`config.mk`:
```
export PLATFORM = sky130hd
export DESIGN_NAME = arm_fetch
export DESIGN_NICKNAME = d
export VERILOG_FILES = /design/src/verilog/arm_pipe_pkg.sv /design/src/verilog/arm_fetch.sv
export SDC_FILE = /design/constraint.sdc
export NUM_CORES = 1
export LEC_CHECK = 0
export BUFFER_PORTS_ARGS = -buffer_cell sky130_fd_sc_hd__buf_4
export CAP_MARGIN = 20
export CORE_MARGIN = 3
export CORE_UTILIZATION = 47
export DETAILED_ROUTE_END_ITERATION = 10
export PLACE_DENSITY = 0.74
export SLEW_MARGIN = 25
export SYNTH_ARGS = -nofsm -noshare
export SYNTH_HDL_FRONTEND = slang
export SYNTH_SLANG_ARGS = --single-unit
```
`constraint.sdc`:
```
create_clock -name CLOCK -period 4.44 [get_ports CLOCK]
set_input_delay 0.666 -clock CLOCK [delete_from_list [all_inputs] [get_ports CLOCK]]
set_output_delay 0.666 -clock CLOCK [all_outputs]
set_load 0.02 [all_outputs]
```
`src/verilog/arm_pipe_pkg.sv`:
```
`default_nettype none

package arm_pipe_pkg;

  localparam int XLEN  = 64;  // Data and address width
  localparam int REG_W = 5;   // Register index width

  localparam logic [REG_W-1:0] ZERO_REG = 5'd31;  // XZR

  // Bits 31:21 for the R and D formats
  localparam logic [10:0] OP_LDUR = 11'b11111000010;
  localparam logic [10:0] OP_STUR = 11'b11111000000;
  localparam logic [10:0] OP_ADD  = 11'b10001011000;
  localparam logic [10:0] OP_SUB  = 11'b11001011000;
  localparam logic [10:0] OP_AND  = 11'b10001010000;
  localparam logic [10:0] OP_ORR  = 11'b10101010000;
  localparam logic [7:0]  OP_CBZ  = 8'b10110100;   // Bits 31:24
  localparam logic [5:0]  OP_B    = 6'b000101;     // Bits 31:26

  typedef enum logic [3:0] {
    ALU_AND    = 4'b0000,
    ALU_ORR    = 4'b0001,
    ALU_ADD    = 4'b0010,
    ALU_SUB    = 4'b0110,
    ALU_PASS_B = 4'b0111  // Zero test for CBZ
  } alu_op_e;

  typedef enum logic [1:0] {
    FWD_REG = 2'b00,  // Value read in decode
    FWD_WB  = 2'b01,  // MEM/WB result
    FWD_MEM = 2'b10   // EX/MEM result
  } fwd_sel_e;

  typedef union packed {
    struct packed {
      logic [10:0]      opcode;
      logic [REG_W-1:0] rm;
      logic [5:0]       shamt;
      logic [REG_W-1:0] rn;
      logic [REG_W-1:0] rd;
    } r_fmt;
    struct packed {
      logic [10:0]      opcode;
      logic [8:0]       imm9;
      logic [1:0]       op2;
      logic [REG_W-1:0] rn;
      logic [REG_W-1:0] rt;
    } d_fmt;
    struct packed {
      logic [7:0]       opcode;
      logic [18:0]      imm19;
      logic [REG_W-1:0] rt;
    } cb_fmt;
    struct packed {
      logic [5:0]  opcode;
      logic [25:0] imm26;
    } b_fmt;
  } instr_u;

  typedef struct packed {
    alu_op_e alu_op;
    logic    alu_src;     // Immediate as operand B
    logic    mem_read;
    logic    mem_write;
    logic    reg_write;
    logic    mem_to_reg;
    logic    is_cbz;
    logic    is_b;
  } ctrl_t;

  typedef struct packed {
    logic            taken;
    logic [XLEN-1:0] target;
  } redirect_t;

  typedef struct packed {
    ctrl_t            ctrl;
    logic [XLEN-1:0]  pc;
    logic [XLEN-1:0]  rs1_data;
    logic [XLEN-1:0]  rs2_data;
    logic [XLEN-1:0]  imm;       // Sign extended, not yet scaled
    logic [REG_W-1:0] rn;
    logic [REG_W-1:0] rm;        // Second source, rm or rt
    logic [REG_W-1:0] rd;
  } id_ex_t;

  typedef struct packed {
    ctrl_t            ctrl;
    logic [XLEN-1:0]  alu_result;
    logic [XLEN-1:0]  store_data;
    logic [REG_W-1:0] rd;
  } ex_mem_t;

  typedef struct packed {
    logic [XLEN-1:0] addr;
    logic [XLEN-1:0] wdata;
    logic            read;
    logic            write;
  } dmem_req_t;

  typedef struct packed {
    logic             en;
    logic [REG_W-1:0] rd;
    logic [XLEN-1:0]  data;
  } wb_t;

endpackage

`default_nettype wire

```
`src/verilog/arm_fetch.sv`:
```
`default_nettype none

module arm_fetch #(
  parameter logic [arm_pipe_pkg::XLEN-1:0] RESET_PC = '0
) (
  input  wire logic                            CLOCK,
  input  wire logic                            arst_n,
  input  wire logic                            stall,
  input  wire arm_pipe_pkg::redirect_t         redirect,
  input  wire logic [31:0]                     imem_data,
  output logic [arm_pipe_pkg::XLEN-1:0]        imem_addr,
  output logic [arm_pipe_pkg::XLEN-1:0]        if_pc,
  output arm_pipe_pkg::instr_u                 if_instr
);
  import arm_pipe_pkg::*;

  logic [XLEN-1:0] pc_q;

  assign imem_addr = pc_q;

  always_ff @(posedge CLOCK or negedge arst_n) begin
    if (!arst_n) begin
      pc_q <= RESET_PC;
    end else if (redirect.taken) begin
      pc_q <= redirect.target;     // Branch resolved in EX
    end else if (!stall) begin
      pc_q <= pc_q + XLEN'(4);
    end
  end

  always_ff @(posedge CLOCK or negedge arst_n) begin
    if (!arst_n) begin
      if_instr <= '0;              // All-zero word decodes as NOP
      if_pc    <= '0;
    end else if (redirect.taken) begin
      if_instr <= '0;              // Kill the wrong-path fetch
    end else if (!stall) begin
      if_instr <= imem_data;
      if_pc    <= pc_q;
    end
  end

endmodule

`default_nettype wire

```
Word-level counts from Yosys, hierarchy flattened
Cells that the tools add are included.

Add/subtract/negate cells: 1. $mul: 0. Div/mod/pow operators: 0. Magnitude comparators: 0. Eq/ne operators: 1. Shift operators: 0. Mux-type cells: 4. Bitwise logic cells: 2. Reduce and logical (&&, ||, !) cells: 1.

Operator list (count): $mux 64 (2); $add 64x3->64 const B (1); $mux 32 (2); $ne 2x1->1 const B (1); $not 1->1 (2); $reduce_and 2->1 (1).

Register bits after elaboration: 160. Bits in latches: 0. RAM bits: 0. Bits in read-only memories: 0. Bits of input ports: 100. Output and inout bits: 160. Memories kept: 0.

Depth between registers and ports, before layout
Gate-level depths: netlist of the first run.

Depth after elaboration: 3. Depth in mapped cells: 7.

Worst setup path after synthesis of the first run
Ideal clock, no wire load.

Path kind: in2reg. From: in stall. To: reg pc_q[47], in the netlist imem_addr[47]. Library setup time: 82 ps. Arrival time: 2186 ps. Data required time: 4358 ps. Path slack: 2172 ps. Cell stages on the path: 5. Buffers on the path: 0. Cell sequence: and4b_1 nand3_1 or4b_4 or4_1 a31oi_1.

Longest elaborated chain between the ends: 1.

RTL lines: start: declaration (line arm_fetch.sv:8) `input wire logic stall,`; $ne 2x1->1 (no source line); end signal: assignment (line arm_fetch.sv:25) `pc_q <= redirect.target;`; end signal: assignment (line arm_fetch.sv:27) `pc_q <= pc_q + XLEN'(4);`; end: declaration (line arm_fetch.sv:17) `logic [XLEN-1:0] pc_q;`.

Every way passes these cells. A chain may end at the register's enable or synchronous reset.

Worst setup path in the final report of the first run
From: reg pc_q[7], in the netlist imem_addr[7]. To: reg pc_q[49], in the netlist imem_addr[49].

Longest elaborated chain between the ends: 3.

RTL lines: $add 64x3->64 (line arm_fetch.sv:27); $mux 64 (line arm_fetch.sv:26) `end else if (!stall) begin`; $mux 64 (line arm_fetch.sv:24) `end else if (redirect.taken) begin`.

Every way passes these cells. The select of a mux whose other input is x is not followed.

==> metrics.md, run 1 <==
| Metric | Value |
|---|---|
| Status | finished, final reports clean |
| Final ANT Viol Nets | 0 |
| Initial DRC Count | 310 |
| RSZ-0062 raised after global routing | no |
| Slew headroom | 0.4316 |
| TritonCTS Buffers | 17 |
| Post-DP HPWL | 15,350 um |
| DR vias | 6,319 |
| Met3 GRT Util | 0.06274 |
| CP startpoint kind | flip-flop |
| Max cap viols | 0 |
| Fin nets | 1,038 |
| Final hold violation count | 0 |
| Finished Core Util | 0.6665 |
| Post-CTS sizing | 0 |
| Reg2reg start | imem_addr[7] |
| Layout cells sized above 1 | 0.3947 |
| Number of enable flip-flop cells after synthesis | 0 |
| Critical path, cell by cell | nand4_1, nor4_4, nand3_1, or4_1, a31oi_1 |
| Routability Congestion | 0.8199 |
| First drt pass iteration count | 5 |
| Slowest stage delay, CP | 0.79 ns |
| Worst Path Required | 4.78 ns |
| Register area share after synthesis | 0.5307 |
| Post-route DRC | 0 |
| IO Count | 260 |
| Die area | 17,610 um2 |
| Syn_nets | 788 |
| Leak | 4.668 nW |
| Final WL | 21,110 um |
| FP Rows | 45 |
| Core Footprint | 15,430 um2 |
| Max Fclk | 0.3615 GHz |
| Initial antenna violation count | 0 |
| Starting density of the core | 0.4891 |
| Critical-path maximum fanout | 17 |
| Final critical-path required period | 2.766 ns |
| Layout overhead on the synthesized area | 36.29% |
| Max IR drop VDD | 269.3 uV |
| Yosys warns | 0 |
| Clk_lat worst skew | 0.42 ns |
| Post-synth ARST share | 1.000 |
| Worst Hold Class | in2async |
| Fin crit share | 0.6230 |
| TNS Setup | 0 ns |
| Clock Skew | 0.008526 ns |
| #FFs+latches synth | 160 |
| Hold Buf Count CTS | 0 |
| Netlist cell types | 43 |
| Root buffer cell | clkbuf_16 |
| First-pass GRT wire length | 33,950 um |
| Routed vias/inst | 5.443 |
| # Post-CTS Setup Buffers | 0 |
| Vias in the first global route | 6,343 |
| Min Hold Slack | 0.2834 ns |
| Max Slew Vio Count | 0 |
| Syn Area/Cell | 10.98 um2 |
| PwrDens | 411.5 nW/um2 |
| Congestion Overflow GR | 0 |
| Setup Viol. Count Final | 0 |
| Layout fillers | 1,270 |
| Clock Sinks | 160 |
| Most frequent cells in the layout | buf_4, dfrtp_1, nand2_1, mux2_2, nor2_1 |
| Reg2Reg Depth | 5 |
| WL/cell | 18.18 um |
| PortBufs | 259 |
| Critical R2R Capture | imem_addr[49] |
| WP data arrival | 3.10 ns |
| CTS tree | yes |
| Clk buf depth | 2 |
| H-tree Lvls | 4 |
| Chip width | 132.7 um |
| CP Capture Type | flip-flop |
| Least-Margin Pin Slew | 0.8462 ns |
| Leading cell type in the layout, fill and taps excluded | buf_4 |
| Synthesized netlist cell count | 687 |
| Most Used Layer, Global Route | met2 |
| Met2 Resource Use GR | 0.3902 |
| GR Util met1 | 0.3183 |
| Worst-path clk slew | 0.07 ns |
| Ys flop type | dfrtp_1 |
| Critical-path top delay cell | nor4_4 |
| Antenna Cells | 0 |
| Total GRT Usage | 0.2410 |
| Kind of critical path | reg2reg |
| Largest net degree at the start of global routing | 90 |
| Die Y | 132.7 um |
| Post-Syn Area | 7545 um2 |
| R2r setup slk | 1.67 ns |
==> power by group <==
| part | internal [mW] | total [mW] | leakage, nW | switching, mW |
|---|---|---|---|---|
| registers | 1.64 | 1.82 | 1.94 | 0.179 |
| clock network | 0.860 | 1.46 | 0.275 | 0.596 |
| logic | 0.452 | 0.956 | 2.46 | 0.505 |
| total | 2.95 | 4.23 | 4.67 | 1.28 |
==> Yosys cell counts (2+ instances only) <==
cell type	number	area share
nor3_1	12	0.0080
buf_2	4	0.0027
inv_1	5	0.0025
nand4_1	26	0.022
a22oi_1	6	0.0060
mux2i_1	37	0.049
a31oi_1	14	0.012
and4_1	10	0.012
or3_1	9	0.0075
clkbuf_1	20	0.0099
nand3_2	2	0.0027
o21ai_0	43	0.029
nand4b_1	2	0.0023
xnor2_1	15	0.017
nor4_4	2	0.0056
mux2_2	66	0.099
buf_1	9	0.0045
nor4_1	6	0.0050
nand3_1	23	0.015
a221o_1	2	0.0027
o31ai_1	9	0.0090
nor2b_1	10	0.0083
or4_1	16	0.016
dfrtp_1	160	0.53
and3_1	11	0.0091
and2_1	4	0.0033
or3_4	2	0.0030
xor2_1	22	0.026
nor2_1	57	0.028
nand2_1	69	0.034
nor4_2	2	0.0033
==> cell families (layout without fill, tap and decap cells) <==
group,after synthesis,after routing,synth area share
DFF,160,160,0.5307
muxes,103,103,0.1476
buffers and inverters,38,301,0.01957
xor gates and xnor gates,37,37,0.04295
and+or+nand+nor,270,270,0.1960
AOI/OAI and AO/OA,78,78,0.06153
adders and majority gates,1,1,0.001658
==> metrics by stage <==
stage / worst slack, ns / instance area (um2) / power, mW / instances
after CTS: 1.643 / 10280 / 4.263 / 1161
final: 1.674 / 10280 / 4.231 / 1161
after global routing: 1.334 / 10280 / 4.407 / 1161
after global placement: 1.513 / 9692 / 2.790 / 1129
after floorplan: 2.172 / 7545 / 2.304 / 687
after detailed placement: 1.446 / 9692 / 2.809 / 1129
==> sequential cells by signal (all words and copies together), names as in the netlist <==
name       cells
if_instr      32
if_pc         64
imem_addr     64
==> routing by layer <==
layer | up-vias | wire length (um)
met5 | - | 0
met4 | 0 | 434
met3 | 29 | 1486
met2 | 217 | 10160
met1 | 3086 | 9025
li1 | 2987 | -
==> final cells by class <==
type / count / area [um2] / share of cell area
multi-input combinational: 489 / 3407 / 0.3313
inverter: 5 / 18.77 / 0.001825
timing repair buffer: 264 / 1998 / 0.1943
sequential: 160 / 4004 / 0.3894
clock inverter: 12 / 133.9 / 0.01302
clock buffer: 20 / 456.7 / 0.04441
tap: 211 / 264.0 / 0.02568
==> how the worst max path moves through the flow <==
| stage | slack, ns | cells after the start | start | end |
|---|---|---|---|---|
| after floorplan | 2.17 | 5 | stall | imem_addr[47] |
| after global placement | 1.51 | 6 | stall | imem_addr[49] |
| after detailed placement | 1.45 | 6 | stall | imem_addr[49] |
| after CTS | 1.64 | 5 | imem_addr[7] | imem_addr[49] |
| after global routing | 1.33 | 5 | imem_addr[7] | imem_addr[49] |
| final | 1.67 | 5 | imem_addr[7] | imem_addr[49] |
==> critical path, delay by kind of cell, from the launching register on <==
kind             cells  cell delay [ns]
AO/OA/AOI/OAI        1             0.19
flip-flops           1             0.46
AND/OR/NAND/NOR      4             2.02
(Power assumes the default switching activity.)
==> run 2: changes to the inputs <==
--- a/config.mk
+++ b/config.mk
@@ -5,12 +5,13 @@
 export SDC_FILE = /design/constraint.sdc
 export NUM_CORES = 1
 export LEC_CHECK = 0
+export ABC_AREA = 1
 export BUFFER_PORTS_ARGS = -buffer_cell sky130_fd_sc_hd__buf_4
 export CAP_MARGIN = 20
 export CORE_MARGIN = 3
 export CORE_UTILIZATION = 47
 export DETAILED_ROUTE_END_ITERATION = 10
-export PLACE_DENSITY = 0.74
+export PLACE_DENSITY = 0.73
 export SLEW_MARGIN = 25
 export SYNTH_ARGS = -nofsm -noshare
 export SYNTH_HDL_FRONTEND = slang
==> constraint.sdc (replaced) <==
create_clock -name CLOCK -period 2.7 [get_ports CLOCK]
set_input_delay 0.405 -clock CLOCK [delete_from_list [all_inputs] [get_ports CLOCK]]
set_output_delay 0.405 -clock CLOCK [all_outputs]
set_load 0.02 [all_outputs]
==> metrics.md, run 2 <==
| Metric | Value |
|---|---|
| R2r setup slk | 0.72 ns (-0.95 ns) |
| Netlist cell types | 35 (-19%) |
| Routability Congestion | 0.9225 (+13%) |
| Layout overhead on the synthesized area | 34.56% |
| Initial DRC Count | 750 (+140%) |
| Final hold violation count | 0 (unchanged) |
| CTS tree | yes |
| RSZ-0062 raised after global routing | no |
| Top-count cell post-synth | nand2_1 |
| Wl on met1 | 11,470 um (+27%) |
| Post-DP HPWL | 20,070 um (+31%) |
| Layout cells sized above 1 | 0.2477 (-0.1470) |
| CP startpoint kind | flip-flop |
| Worst Path Required | 3.00 ns (-1.78 ns) |
| Final worst slack | 0.7223 ns (-0.9515 ns) |
| Slew headroom | 0.5109 (+0.07928) |
| Post-Syn Area | 8199 um2 (+8.7%) |
| First-pass GRT wire length | 44,360 um (+31%) |
| Layout fillers | 1,497 (+18%) |
| Reg2Reg Depth | 10 (+5) |
| Switching fraction of total power | 0.3160 (+0.01359) |
| Clk buf depth | 2 (unchanged) |
| Synth top area share | 0.4883 (-0.04235) |
| Syn_nets | 1,164 (+48%) |
| Synth top cells by count | nand2_1, nor2_1, dfrtp_1 |
| Final critical-path required period | 1.978 ns (-0.7885 ns) |
| Largest cells by area after synthesis | dfrtp_1, nand2_1, nor2_1, nand3_1, inv_1 |
| Critical-path maximum fanout | 8 (-9) |
| # Post-CTS Setup Buffers | 0 (unchanged) |
| #FFs+latches synth | 160 (unchanged) |
| Routed wl met2 | 12,630 um (+24%) |
| Clock Sinks | 160 (unchanged) |
| Least-Margin Pin Slew | 0.7329 ns (-0.1134 ns) |
| Post-synth ARST share | 1.000 (unchanged) |
| IO Count | 260 (unchanged) |
| FP Rows | 47 (+4.4%) |
| WP data arrival | 2.28 ns (-0.82 ns) |
| Met3 Wirelength | 2474 um (+66%) |
| Post-route DRC | 0 (unchanged) |
| Switching pwr | 2.213 mW (+73%) |
| Final WL | 27,400 um (+30%) |
| Vias in the first global route | 8,254 (+30%) |
| Antenna Cells | 0 (unchanged) |
| PortBufs | 259 (unchanged) |
| WL/cell | 17.75 um (-2.4%) |
| Final ANT Viol Nets | 0 (unchanged) |
| Routed vias/inst | 5.495 (+0.97%) |
| Critical Path Start | imem_addr[3] |
| Status | finished, final reports clean |
| Seq pwr share | 0.421 (-0.009) |
| Leading cell type in the layout, fill and taps excluded | nand2_1 |
| PwrDens | 634.8 nW/um2 (+54%) |
| Critical Path End | imem_addr[30] |
| Total GRT Usage | 0.2873 (+0.04627) |
| Max Slew Vio Count | 0 (unchanged) |
| Number of enable flip-flop cells after synthesis | 0 (unchanged) |
| Chip width | 138.1 um (+4.1%) |
| Core Footprint | 16,820 um2 (+9.0%) |
| Die Y | 138.1 um (+4.1%) |
| Multi-input gate area | 3646 um2 (+7.0%) |
| Congestion Overflow GR | 0 (unchanged) |
| Initial antenna violation count | 0 (unchanged) |
| Root buffer cell | clkbuf_16 |
| Clk pwr share | 0.355 (+0.011) |
| Clock Skew | 0.007350 ns (-0.001176 ns) |
| Worst Hold Class | in2reg |
| CP Capture Type | flip-flop |
| Fin nets | 1,412 (+36%) |
| TritonCTS Buffers | 17 (unchanged) |
| Critical R2R Capture | imem_addr[30] |
| Worst-path clk slew | 0.07 ns (about the same) |
| Max IR drop VDD | 469.8 uV (+74%) |
| Register area share after synthesis | 0.4883 (-0.04235) |
| Starting density of the core | 0.4875 (-0.001549) |
| Most frequent cells in the layout | nand2_1, buf_4, nor2_1, dfrtp_1, inv_1 |
| Largest net degree at the start of global routing | 106 (+18%) |
| TNS Setup | 0 ns (unchanged) |
| Fin crit share | 0.7325 (+0.1095) |
| Leak | 5.446 nW (+17%) |
| Yosys warns | 0 (unchanged) |
| DR vias | 8,485 (+34%) |
| Ys flop type | dfrtp_1 |
| Internal | 4.791 mW (+62%) |
| Setup Viol. Count Final | 0 (unchanged) |
| Max Fclk | 0.5056 GHz (+40%) |
| Yosys top cell by area | dfrtp_1 |
| Combinational power share | 0.224 (-0.002) |
| Die area | 19,070 um2 (+8.3%) |
| Max cap viols | 0 (unchanged) |
| Reg2reg start | imem_addr[3] |
| Uppermost layer routed | met4 |
| Kind of critical path | reg2reg |
| H-tree Lvls | 4 (unchanged) |
| Clk_lat worst skew | 0.43 ns (about the same) |
| Synthesized netlist cell count | 1,063 (+55%) |
| First drt pass iteration count | 5 (unchanged) |
| Syn Area/Cell | 7.713 um2 (-30%) |
| Pre-CTS setup slack | 0.7196 ns (-0.7268 ns) |
| FF+latch area | 4004 um2 (unchanged) |
## run 2: worst min-delay path by stage
stage,from,to,depth (start not counted)
finish,redirect[0],imem_addr[0],3
global route,imem_data[11],if_instr[11],2
CTS,redirect[0],imem_addr[0],3
detailed placement,arst_n,if_instr[30],1
global placement,arst_n,if_instr[30],1
floorplan,arst_n,if_instr[0],0
## run 2: routing by layer
metal  global-route usage  up-vias
met5                    0        -
met4               0.1097        0
li1                     -     3985
met3              0.07148       63
met2               0.4563      403
met1               0.3829     4034
## run 2: cell type report
cell class,count,share of cell area
clock buffers,20,0.04049
clock inverters,12,0.01429
inverters,107,0.03652
multi-input cells,756,0.3305
flip-flops and latches,160,0.3629
well taps,220,0.02495
repair buffers,269,0.1904
## run 2: worst max-delay path, cell delays in order, from the launching register on
cell and delay, ns:
dfrtp_1 0.41, ha_1 0.23, nand2_1 0.09, nor2_1 0.17, nand2_2 0.13, nor2_4 0.22, nand2_2 0.12, nor2_4 0.22
nand2_1 0.09, nand3_1 0.08, nand3_1 0.09
## run 2: cell families (layout without fill, tap and decap cells)
family,count (synthesis),after routing,share of synthesized area
AO/OA/AOI/OAI,128,128,0.1045
adder cells (fa/ha/maj),1,1,0.001526
buffers and inverters,147,408,0.06821
XOR/XNOR,6,6,0.006409
AND/OR/NAND/NOR,621,621,0.3310
flip-flops,160,160,0.4883
## run 2: metrics by stage
stage / utilization / hold WS [ns] / power [mW] / cell area [um2] / instances
floorplan: - / 0.1094 / 3.708 / 8199 / 1063
global placement: 0.6195 / 0.4199 / 4.534 / 10420 / 1511
detailed placement: 0.6195 / 0.4165 / 4.557 / 10420 / 1511
CTS: 0.6560 / 0.1807 / 7.025 / 11030 / 1544
global route: 0.6560 / 0.1971 / 7.293 / 11030 / 1544
finish: 0.6560 / 0.1920 / 7.004 / 11030 / 1544
## run 2: what timing repair did
item	in CTS	in global routing
resized for setup	0	0
hold endpoints to repair	57	0
hold buffers	1	0
## run 2: power by group through the flow
stage	Combinational, mW	Clock, mW	Sequential (mW)
after detailed placement	1.58	0	2.98
after global routing	1.70	2.60	2.99
after CTS	1.58	2.50	2.94
after global placement	1.55	0	2.98
after floorplan	0.459	0	3.25
final	1.57	2.49	2.95
==> run 3: changes to the inputs <==
--- a/config.mk
+++ b/config.mk
@@ -5,13 +5,13 @@
 export SDC_FILE = /design/constraint.sdc
 export NUM_CORES = 1
 export LEC_CHECK = 0
-export ABC_AREA = 1
+export ABC_AREA = 0
 export BUFFER_PORTS_ARGS = -buffer_cell sky130_fd_sc_hd__buf_4
 export CAP_MARGIN = 20
 export CORE_MARGIN = 3
-export CORE_UTILIZATION = 47
+export CORE_UTILIZATION = 46
 export DETAILED_ROUTE_END_ITERATION = 10
-export PLACE_DENSITY = 0.73
+export PLACE_DENSITY = 0.75
 export SLEW_MARGIN = 25
 export SYNTH_ARGS = -nofsm -noshare
 export SYNTH_HDL_FRONTEND = slang
==> constraint.sdc (replaced) <==
create_clock -name CLOCK -period 1.7 [get_ports CLOCK]
set_input_delay 0.255 -clock CLOCK [delete_from_list [all_inputs] [get_ports CLOCK]]
set_output_delay 0.255 -clock CLOCK [all_outputs]
set_load 0.02 [all_outputs]
==> metrics.md, run 3 (synthesis gave the netlist of run 1 again) <==
| Metric | Value |
|---|---|
| First-pass GRT wire length | 37,670 um (-15%) |
| Final WL | 23,790 um (-13%) |
| Critical-path maximum fanout | 5 (-3) |
| H-tree Lvls | 4 (unchanged) |
| Die area | 17,970 um2 (-5.7%) |
| Initial DRC Count | 483 (-36%) |
| Final ANT Viol Nets | 0 (unchanged) |
| WL/cell | 17.90 um (+0.85%) |
| Fin crit share | 1.223 (+0.4907) |
| Fin area | 12,030 um2 (+9.0%) |
| Antenna Cells | 0 (unchanged) |
| Most frequent cells in the layout | buf_4, dfrtp_1, mux2_2, nand2_1, nor2_1 |
| WP buf/inv | 1 (+1) |
| Chip width | 134.1 um (-2.9%) |
| Clk buf depth | 2 (unchanged) |
| Post-route DRC | 0 (unchanged) |
| R2r setup slk | -0.38 ns (-1.10 ns) |
| Layout fillers | 1,046 (-30%) |
| Layout overhead on the synthesized area | 59.47% |
| Worst-path clk slew | 0.07 ns (about the same) |
| Least-Margin Pin Slew | 0.5849 ns (-0.1480 ns) |
| Final critical-path required period | 2.079 ns (+0.1017 ns) |
| Core Footprint | 15,940 um2 (-5.2%) |
| Post-DP HPWL | 17,240 um (-14%) |
| Critical-path top delay cell | or4_4 |
| Clk_lat worst skew | 0.42 ns (about the same) |
| CP Capture Type | flip-flop |
| Initial antenna violation count | 0 (unchanged) |
| Vias in the first global route | 7,297 (-12%) |
| Layout cells sized above 1 | 0.5633 (+0.3156) |
| Setup Viol. Count Final | 42 (+42) |
| Total GRT Usage | 0.2610 (-0.02627) |
| Fin nets | 1,201 (-15%) |
| Max cap viols | 0 (unchanged) |
| Failing checks | setup timing |
| Routed vias/inst | 5.394 (-1.9%) |
| CP delay by family, top | simple AND/OR/NAND/NOR gates |
| PortBufs | 259 (unchanged) |
| Slowest stage delay, CP | 0.57 ns (+0.16 ns) |
| Routability Congestion | 0.8658 (-6.1%) |
| Largest net degree at the start of global routing | 67 (-37%) |
| Cell seen most often among critical-path stages | or4_4 |
| Slew headroom | 0.6101 (+0.09922) |
| Leak | 5.593 nW (+2.7%) |
| Critical path, cell by cell | nand4_1, buf_4, or4_4, or4_4, a221o_1 |
| CP startpoint kind | flip-flop |
| Status | complete, but fails checks |
| FP Rows | 46 (-2.1%) |
| Die Y | 134.1 um (-2.9%) |
| Congestion Overflow GR | 0 (unchanged) |
| Min Hold Slack | 0.03626 ns (-0.1557 ns) |
| Worst Path Required | 2.01 ns (-0.99 ns) |
| Starting density of the core | 0.4732 (-0.01426) |
| TritonCTS Buffers | 17 (unchanged) |
| RSZ-0062 raised after global routing | yes |
| Final hold violation count | 0 (unchanged) |
| Leading cell type in the layout, fill and taps excluded | buf_4 |
| First drt pass iteration count | 5 (unchanged) |
| Worst Hold Class | in2reg |
| Max Fclk | 0.4809 GHz (-4.9%) |
| Root buffer cell | clkbuf_16 |
| Placed cell areas | 10,930 um2 (+4.9%) |
| Final worst slack | -0.3795 ns (-1.102 ns) |
| Max IR drop VDD | 644.0 uV (+37%) |
| IO Count | 260 (unchanged) |
| Kind of critical path | reg2reg |
| Max Slew Vio Count | 0 (unchanged) |
| DR vias | 7,168 (-16%) |
| Clock Skew | 0.007905 ns (+0.0005552 ns) |
| Clock Sinks | 160 (unchanged) |
| PwrDens | 963.7 nW/um2 (+52%) |
| WP data arrival | 2.38 ns (+0.10 ns) |
| CTS tree | yes |
run 3: cell type report:
type | instances | area [um2] | share of cell area
Inverter | 5 | 18.77 | 0.001560
Clock inverter | 11 | 128.9 | 0.01071
Tap cell | 216 | 270.3 | 0.02246
Clock buffer | 21 | 470.5 | 0.03910
Sequential cell | 160 | 4064 | 0.3378
Timing Repair Buffer | 427 | 3369 | 0.2801
Multi-Input combinational cell | 489 | 3710 | 0.3083
run 3: repair_timing:
action	in CTS	in global routing
pin swaps	32	36
hold buffers	1	0
cloned	0	0
hold endpoints to repair	32	0
resized for setup	38	37
setup buffers	22	10
setup endpoints to repair	45	51
run 3: path summary, 6_finish.rpt:
kind,from,to,cells after the start
worst max-delay path,imem_addr[42],imem_addr[53],5
worst min-delay path,redirect[19],imem_addr[19],3
worst max register to register,imem_addr[42],imem_addr[53],5
worst min register to register,if_pc[63],if_pc[63],1
max in group asynchronous,arst_n,imem_addr[26],3
min in group asynchronous,arst_n,if_pc[41],2
run 3: routing by layer:
metal	up-vias	track usage	wire [um]
li1	3302	-	-
met1	3568	0.3361	9988
met2	263	0.4497	11870
met3	35	0.06002	1598
met4	0	0.06561	327
met5	-	0	0
run 3: worst min-delay path: cells and delay by family:
family / cells / cell delay [ns]
buffers and inverters: 1 / 0.07
AOI/OAI and AO/OA: 1 / 0.06
and+or+nand+nor: 1 / 0.04
run 3: where the power goes:
group	switching [mW]	internal (mW)
Combinational	1.62	1.51
Sequential	0.297	4.31
Clock	1.56	2.29
run 3: stage by stage:
step           instances  worst slack, ns    util  power, mW  setup TNS [ns]
4_1_cts             1322          -0.3646  0.7420      11.63          -8.152
2_1_floorplan        687          -0.3974       -      6.066          -7.233
6_report            1329          -0.3795  0.7547      11.59          -9.551
3_5_place_dp        1270          -0.4722  0.6855      7.712          -9.931
5_1_grt             1329          -0.4627  0.7547      12.09          -13.53
3_3_place_gp        1270          -0.4287  0.6855      7.640          -8.554
